$ cat src/design/dmni_pkg.sv
package dmni_pkg;

    typedef logic [31:0] word_t;

    localparam word_t WORD_BYTES = 32'd4; // address step per word

    typedef enum logic {
        OP_SEND    = 1'b0,
        OP_RECEIVE = 1'b1
    } dma_op_e;

    // sizes count words, addr_2/size_2 only matter for send
    typedef struct packed {
        logic    start;
        dma_op_e op;
        word_t   addr;
        word_t   size;
        word_t   addr_2;
        word_t   size_2;
    } dma_cfg_t;

    typedef struct packed {
        logic  we;
        word_t addr;
        word_t wdata;
    } mem_req_t;

    typedef enum logic {
        SRC_SEND    = 1'b0,
        SRC_RECEIVE = 1'b1
    } arb_src_e;

    typedef enum logic {
        SEND_IDLE,
        SEND_DATA
    } send_state_e;

    typedef enum logic [1:0] {
        RECV_HEADER,
        RECV_SIZE,
        RECV_WAIT,
        RECV_DATA
    } recv_state_e;

endpackage

$ cat src/design/dmni_send.sv
module dmni_send (
    input  logic               clk_i,
    input  logic               rst_ni,
    input  dmni_pkg::dma_cfg_t cfg_i,
    input  logic               noc_ack_i,
    input  dmni_pkg::word_t    mem_data_i,
    input  logic               grant_i,
    output logic               noc_tx_o,
    output dmni_pkg::word_t    noc_data_o,
    output dmni_pkg::mem_req_t req_o,
    output logic               active_o
);
    import dmni_pkg::*;

    send_state_e state_q;
    send_state_e state_d;

    word_t addr_1_q;
    word_t addr_2_q;
    word_t size_1_q;
    word_t size_2_q;

    logic consume;
    logic use_buf_1;
    logic last_word;
    logic bufs_empty;

    assign consume    = (state_q == SEND_DATA) && grant_i && noc_ack_i;
    assign use_buf_1  = (size_1_q != '0);
    assign bufs_empty = (size_1_q == '0) && (size_2_q == '0);
    assign last_word  = consume && ((size_1_q == 32'd1 && size_2_q == '0)
                                 || (size_1_q == '0 && size_2_q == 32'd1));

    always_comb begin
        state_d = state_q;
        case (state_q)
            SEND_IDLE: begin
                if (cfg_i.start && cfg_i.op == OP_SEND) begin
                    state_d = SEND_DATA;
                end
            end
            SEND_DATA: begin
                if (last_word || bufs_empty) begin // nothing left to fetch
                    state_d = SEND_IDLE;
                end
            end
            default: state_d = SEND_IDLE;
        endcase
    end

    always_ff @(posedge clk_i or negedge rst_ni) begin
        if (!rst_ni) begin
            state_q  <= SEND_IDLE;
            size_1_q <= '0;
            size_2_q <= '0;
            noc_tx_o <= 1'b0;
        end else begin
            state_q  <= state_d;
            noc_tx_o <= consume; // data shows up a cycle after the fetch
            if (state_q == SEND_IDLE) begin
                size_1_q <= cfg_i.size;
                size_2_q <= cfg_i.size_2;
            end else if (consume) begin
                if (use_buf_1) size_1_q <= size_1_q - 32'd1;
                else           size_2_q <= size_2_q - 32'd1;
            end
        end
    end

    always_ff @(posedge clk_i) begin
        if (state_q == SEND_IDLE) begin
            addr_1_q <= cfg_i.addr;
            addr_2_q <= cfg_i.addr_2;
        end else if (consume) begin
            if (use_buf_1) addr_1_q <= addr_1_q + WORD_BYTES;
            else           addr_2_q <= addr_2_q + WORD_BYTES;
        end
    end

    assign req_o.we    = 1'b0; // read only
    assign req_o.addr  = use_buf_1 ? addr_1_q : addr_2_q;
    assign req_o.wdata = '0;

    assign noc_data_o = mem_data_i;
    assign active_o   = (state_q == SEND_DATA);

endmodule

$ cat src/design/dmni_receive.sv
module dmni_receive (
    input  logic               clk_i,
    input  logic               rst_ni,
    input  dmni_pkg::dma_cfg_t cfg_i,
    input  logic               noc_rx_i,
    input  dmni_pkg::word_t    noc_data_i,
    input  logic               grant_i,
    output logic               noc_credit_o,
    output dmni_pkg::mem_req_t req_o,
    output logic               active_o,
    output logic               available_o,
    output dmni_pkg::word_t    flits_left_o
);
    import dmni_pkg::*;

    recv_state_e state_q;
    recv_state_e state_d;

    word_t payload_cnt_q; // flits still owed by the packet
    word_t size_q;        // room left in the current buffer
    word_t addr_q;

    logic accept;
    logic start_recv;

    assign accept     = (state_q == RECV_DATA) && noc_rx_i && grant_i;
    assign start_recv = cfg_i.start && (cfg_i.op == OP_RECEIVE);

    always_comb begin
        state_d = state_q;
        case (state_q)
            RECV_HEADER: begin
                if (noc_rx_i) state_d = RECV_SIZE;
            end
            RECV_SIZE: begin
                if (noc_rx_i) state_d = RECV_WAIT;
            end
            RECV_WAIT: begin
                if (start_recv) state_d = RECV_DATA;
            end
            RECV_DATA: begin
                if (accept) begin
                    if (payload_cnt_q == 32'd1) begin
                        state_d = RECV_HEADER;
                    end else if (size_q == 32'd1) begin
                        state_d = RECV_WAIT; // buffer full, rest of packet pending
                    end
                end
            end
            default: state_d = RECV_HEADER;
        endcase
    end

    always_ff @(posedge clk_i or negedge rst_ni) begin
        if (!rst_ni) begin
            state_q       <= RECV_HEADER;
            payload_cnt_q <= '0;
            size_q        <= '0;
        end else begin
            state_q <= state_d;
            if (state_q == RECV_SIZE && noc_rx_i) begin
                payload_cnt_q <= noc_data_i;
            end else if (accept) begin
                payload_cnt_q <= payload_cnt_q - 32'd1;
            end
            if (state_q == RECV_WAIT && start_recv) begin
                size_q <= cfg_i.size;
            end else if (accept) begin
                size_q <= size_q - 32'd1;
            end
        end
    end

    always_ff @(posedge clk_i) begin
        if (state_q == RECV_WAIT && start_recv) begin
            addr_q <= cfg_i.addr;
        end else if (accept) begin
            addr_q <= addr_q + WORD_BYTES;
        end
    end

    always_comb begin
        case (state_q)
            RECV_HEADER, RECV_SIZE: noc_credit_o = 1'b1;
            RECV_DATA:              noc_credit_o = grant_i; // only while we own memory
            default:                noc_credit_o = 1'b0;
        endcase
    end

    assign req_o.we    = (state_q == RECV_DATA);
    assign req_o.addr  = addr_q;
    assign req_o.wdata = noc_data_i;

    assign active_o     = (state_q == RECV_DATA);
    assign available_o  = (state_q == RECV_WAIT);
    assign flits_left_o = payload_cnt_q;

endmodule

$ cat src/design/dmni_arbiter.sv
module dmni_arbiter #(
    parameter int unsigned SLICE_CYCLES = 15
) (
    input  logic               clk_i,
    input  logic               rst_ni,
    input  dmni_pkg::mem_req_t send_req_i,
    input  dmni_pkg::mem_req_t recv_req_i,
    input  logic               send_active_i,
    input  logic               recv_active_i,
    output logic               send_grant_o,
    output logic               recv_grant_o,
    output logic [3:0]         mem_we_o,
    output dmni_pkg::word_t    mem_addr_o,
    output dmni_pkg::word_t    mem_data_o
);
    import dmni_pkg::*;

    localparam int TW = $clog2(SLICE_CYCLES + 1);
    localparam logic [TW-1:0] SLICE_LOAD = TW'(SLICE_CYCLES);

    arb_src_e grant_q;
    arb_src_e next_src;
    arb_src_e other_src;

    logic [1:0]    active;
    logic [TW-1:0] timer_q;
    logic          rearb;
    mem_req_t      req;

    assign active    = {recv_active_i, send_active_i}; // indexed by arb_src_e
    assign other_src = (grant_q == SRC_SEND) ? SRC_RECEIVE : SRC_SEND;
    assign next_src  = active[other_src] ? other_src : grant_q;

    // slice used up or holder went idle
    assign rearb = (active != '0) && ((timer_q == '0) || !active[grant_q]);

    always_ff @(posedge clk_i or negedge rst_ni) begin
        if (!rst_ni) begin
            grant_q <= SRC_SEND;
            timer_q <= '0;
        end else if (rearb) begin
            grant_q <= next_src;
            timer_q <= SLICE_LOAD;
        end else if (timer_q != '0) begin
            timer_q <= timer_q - TW'(1);
        end
    end

    assign req = (grant_q == SRC_SEND) ? send_req_i : recv_req_i;

    assign mem_we_o   = {4{active[grant_q] && req.we}};
    assign mem_addr_o = req.addr;
    assign mem_data_o = req.wdata;

    assign send_grant_o = (grant_q == SRC_SEND);
    assign recv_grant_o = (grant_q == SRC_RECEIVE);

endmodule

$ cat src/design/dmni_top.sv
module dmni_top #(
    parameter int unsigned SLICE_CYCLES = 15
) (
    input  logic               clk_i,
    input  logic               rst_ni,
    input  logic               noc_rx_i,
    input  dmni_pkg::word_t    noc_data_i,
    output logic               noc_credit_o,
    output logic               noc_tx_o,
    input  logic               noc_ack_i,
    output dmni_pkg::word_t    noc_data_o,
    output logic [3:0]         mem_we_o,
    output dmni_pkg::word_t    mem_addr_o,
    output dmni_pkg::word_t    mem_data_o,
    input  dmni_pkg::word_t    mem_data_i,
    input  dmni_pkg::dma_cfg_t cfg_i,
    output logic               send_active_o,
    output logic               recv_active_o,
    output logic               recv_available_o,
    output dmni_pkg::word_t    recv_flits_left_o
);
    import dmni_pkg::*;

    mem_req_t send_req;
    mem_req_t recv_req;
    logic     send_grant;
    logic     recv_grant;

    dmni_send u_dmni_send (
        .clk_i      (clk_i),
        .rst_ni     (rst_ni),
        .cfg_i      (cfg_i),
        .noc_ack_i  (noc_ack_i),
        .mem_data_i (mem_data_i),
        .grant_i    (send_grant),
        .noc_tx_o   (noc_tx_o),
        .noc_data_o (noc_data_o),
        .req_o      (send_req),
        .active_o   (send_active_o)
    );

    dmni_receive u_dmni_receive (
        .clk_i        (clk_i),
        .rst_ni       (rst_ni),
        .cfg_i        (cfg_i),
        .noc_rx_i     (noc_rx_i),
        .noc_data_i   (noc_data_i),
        .grant_i      (recv_grant),
        .noc_credit_o (noc_credit_o),
        .req_o        (recv_req),
        .active_o     (recv_active_o),
        .available_o  (recv_available_o),
        .flits_left_o (recv_flits_left_o)
    );

    dmni_arbiter #(
        .SLICE_CYCLES (SLICE_CYCLES)
    ) u_dmni_arbiter (
        .clk_i         (clk_i),
        .rst_ni        (rst_ni),
        .send_req_i    (send_req),
        .recv_req_i    (recv_req),
        .send_active_i (send_active_o),
        .recv_active_i (recv_active_o),
        .send_grant_o  (send_grant),
        .recv_grant_o  (recv_grant),
        .mem_we_o      (mem_we_o),
        .mem_addr_o    (mem_addr_o),
        .mem_data_o    (mem_data_o)
    );

endmodule

$ cat config.mk
export PLATFORM = sky130hd
export DESIGN_NAME = dmni_top
export DESIGN_NICKNAME = d
export VERILOG_FILES = /design/src/design/dmni_pkg.sv /design/src/design/dmni_send.sv /design/src/design/dmni_receive.sv /design/src/design/dmni_arbiter.sv /design/src/design/dmni_top.sv
export SDC_FILE = /design/constraint.sdc
export NUM_CORES = 1
export LEC_CHECK = 0
export BUFFER_PORTS_ARGS = -buffer_cell sky130_fd_sc_hd__clkbuf_2
export CORE_MARGIN = 4
export CORE_UTILIZATION = 55
export DETAILED_ROUTE_END_ITERATION = 7
export GPL_ROUTABILITY_DRIVEN = 1
export PLACE_DENSITY_LB_ADDON = 0.15
export REMOVE_ABC_BUFFERS = 1
export SLEW_MARGIN = 30
export SYNTH_ARGS = -nofsm -noshare
export SYNTH_HDL_FRONTEND = slang
export SYNTH_SLANG_ARGS = --single-unit
$ cat constraint.sdc
create_clock -name clk_i -period 4.5 [get_ports clk_i]
set_clock_uncertainty 0.2 [all_clocks]
set_input_delay 0.9 -clock clk_i [delete_from_list [all_inputs] [get_ports clk_i]]
set_output_delay 0.9 -clock clk_i [all_outputs]
set_load 0.005 [all_outputs]
==> summary.md <==
| Metric | Value |
|---|---|
| GRT Total Usage | `29.6%` |
| Fin crit period | `4250 ps` |
| Most common cell after layout, fill and taps aside | `clkbuf_2` |
| Worst path arrival time | `3150 ps` |
| Starting DRT DRC Count | `1429` |
| Place WS | `728 ps` |
| Max-cap viol count | `0` |
| Data required, critical path | `3400 ps` |
| DP HPWL | `32400 um` |
| Die Wd | `172 um` |
| IO buf count | `270` |
| RSZ-0062 raised after global routing | `no` |
| Synth top area cells | `dfrtp_1, edfxtp_1, nand2_1` |
| Final setup fails | `0` |
| Area grow syn2layout | `14.9%` |
| Crit path kind | `register to output port` |
| Vias | `14200` |
| Ant diodes | `0` |
| CP Launch Point | `u_dmni_send.size_1_q[4]` |
| TritonCTS clock tree | `built` |
| FMAX | `0.235 GHz` |
| Slew Limit Fails | `0` |
| Final WL | `45700 um` |
| Proportion of layout cells with a drive suffix above 1 | `19.6%` |
| Die H | `172 um` |
| CTS max path bufs | `3` |
| Clock-pin slew on the worst setup and hold paths | `60 ps` |
| R2R Setup Slk | `1230 ps` |
| Vias in the first global route | `13000` |
| Fin. Hold Viols | `0` |
| Crit path cell chain | `nor4_4 > nand4_1 > nor3_4 > buf_12 > mux2i_1 > o21ai_0 > clkbuf_2` |
| Status | `finished, final reports clean` |
| Cell Area, Synth | `14800 um^2` |
| Rows | `59` |
| Hold WC Path Type | `primary input to async pin` |
| Die area | `29700 um^2` |
| Residual overflow from global routing | `0` |
| Clk sinks | `233` |
| Initial Util | `56.4%` |
| Setup TNS | `0 ps` |
| Largest net degree at the start of global routing | `210` |
| Setup Buffers After CTS | `0` |
| Setup crit start kind | `register` |
| R2r endpoint | `u_dmni_receive.size_q[29]` |
| Main synth FF type | `dfrtp_1` |
| Via density per instance | `6.38` |
| Total power | `7.57 mW` |
| Ports | `335` |
| Crit-path max cell delay | `520 ps` |
| Skew-Pair Late Insertion Delay | `540 ps` |
| R2R depth | `6` |
| Final WS setup | `251 ps` |
| P_leak | `6.70 nW` |
| DRC Markers | `0` |
| Asr flop ratio synth | `58.8%` |
| Worst-path cell with the longest stage delay | `nor4_4` |
| Post-synth EDFFs | `96` |
| Final hold slack | `237 ps` |
| Leading area contributor after synthesis | `dfrtp_1` |
| Clk Tree Root Cell | `clkbuf_16` |
| First-pass GRT wire length | `70700 um` |
| Avg WL per Cell | `20.6 um` |
| Slew headroom | `38.8%` |
| Crit path to | `mem_addr_o[17]` |
| RR Startpoint | `u_dmni_arbiter.recv_grant_o` |
| Tcrit/Tclk final | `94.4%` |
| Register area share after synthesis | `42.6%` |
| Cells after synthesis | `1676` |
| Gp weighted congestion | `0.922` |
| Crit-path max FO | `30` |
| Yosys warns | `0` |
| Synthesized area per cell | `8.85 um^2` |
| Synth Register Bits | `233` |
| Worst-Margin Slew | `918 ps` |
| H-tree depth | `1` |
| Synth top area share | `23.1%` |
| TritonCTS buffer count | `28` |
| Ratio of total power to cell area | `444 nW/um^2` |
| Synth cell types | `72` |
| Initial antenna violation count | `3` |
| Post-DRT Antenna Nets | `0` |
| Worst setup EP type | `output port` |
| Final Net Count | `2076` |
| VDD IR max | `0.000317 V` |
| Most frequent cells in the layout | `clkbuf_2, nand2_1, nor2_1` |
| Area of the core | `26300 um^2` |
| Pre-antenna DRT Iters | `5` |
logic make-up (layout without fill, tap and decap cells):
family,count (synthesis),in the layout,share of synthesized area (%)
fa+ha+maj,14,14,1.18
flops,233,233,42.6
compound gates,372,372,16.2
buf+inv,175,385,5.49
xor+xnor,94,94,5.55
mux,40,40,2.73
simple gates,748,748,26.3
worst max-delay path, delay by kind of cell, from the launching register on:
| family | cells | cell delay (ps) |
|---|---|---|
| AO/OA/AOI/OAI | 1 | 100 |
| buffers and inverters | 2 | 430 |
| flip-flops | 1 | 450 |
| multiplexers | 1 | 230 |
| AND/OR/NAND/NOR | 3 | 1340 |
timing repair:
item                       CTS  global route
gates resized for setup      0             1
hold buffers                 0             0
setup endpoints to repair    0             3
report_power, final:
group	total, mW	switching, mW	leakage [nW]	internal (mW)
Combinational	2.21	1.27	3.70	0.931
Clock	2.21	0.913	0.442	1.30
Sequential	3.15	0.500	2.56	2.65
flip-flops by register name (all words and copies together) (netlist names):
signal	cells
u_dmni_arbiter.recv_grant_o	1
u_dmni_arbiter.timer_q	4
u_dmni_receive.addr_q	32
u_dmni_receive.flits_left_o	32
u_dmni_receive.size_q	32
u_dmni_receive.state_q	2
u_dmni_send.active_o	1
u_dmni_send.addr_1_q	32
u_dmni_send.addr_2_q	32
u_dmni_send.noc_tx_o	1
u_dmni_send.size_1_q	32
u_dmni_send.size_2_q	32
routing by layer:
| layer | vias to the layer above | routed length (um) | GRT usage (%) |
|---|---|---|---|
| met5 | - | 106 | 1.51 |
| met4 | 8 | 1230 | 7.76 |
| met3 | 89 | 3950 | 5.56 |
| met2 | 706 | 20600 | 45.4 |
| met1 | 6768 | 19800 | 43.2 |
| li1 | 6604 | - | - |
cells in the mapped netlist, types with 7 or more instances:
cell type,instances
a31oi_1,37
or3_1,43
o31ai_1,14
o311ai_0,31
mux2i_1,36
o211ai_1,32
a221o_1,12
and3_1,16
nor3_1,48
nor2_1,155
dfrtp_1,137
a22oi_1,10
o221ai_1,12
buf_4,35
ha_1,14
or4_1,33
nand3_1,67
and2_1,40
nand2_1,183
and4_1,18
or2_2,10
nor2b_1,9
xnor2_1,73
nor4_1,46
nand4_1,38
o21ai_0,107
a21oi_1,81
clkbuf_1,81
xor2_1,21
edfxtp_1,96
inv_1,44
o41ai_1,7
final cells by class:
class | count | area [um^2]
well taps | 335 | 419
fillers | 2241 | 9240
clock inverters | 13 | 88.8
multi-input cells | 1268 | 7730
flip-flops and latches | 233 | 6320
repair buffers | 288 | 1520
clock buffers | 39 | 803
inverters | 45 | 169
per-stage QoR:
stage	cell area, um^2	util, %	instances
after floorplan	14200	-	1546
after global placement	16100	61.4	2169
after detailed placement	16100	61.4	2169
after CTS	17000	64.8	2221
after global routing	17000	64.9	2221
final	17000	64.9	2221
how the worst min path moves through the flow:
stage                                     end  slack (ps)  cells after the start
finish              u_dmni_receive.size_q[30]         240                      1
global route        u_dmni_receive.size_q[30]         310                      1
CTS                 u_dmni_receive.size_q[30]         310                      1
detailed placement  u_dmni_arbiter.timer_q[0]         300                      1
global placement    u_dmni_arbiter.timer_q[0]         290                      1
floorplan           u_dmni_arbiter.timer_q[0]         260                      1
Note: power is estimated with default switching activity, not from simulation.
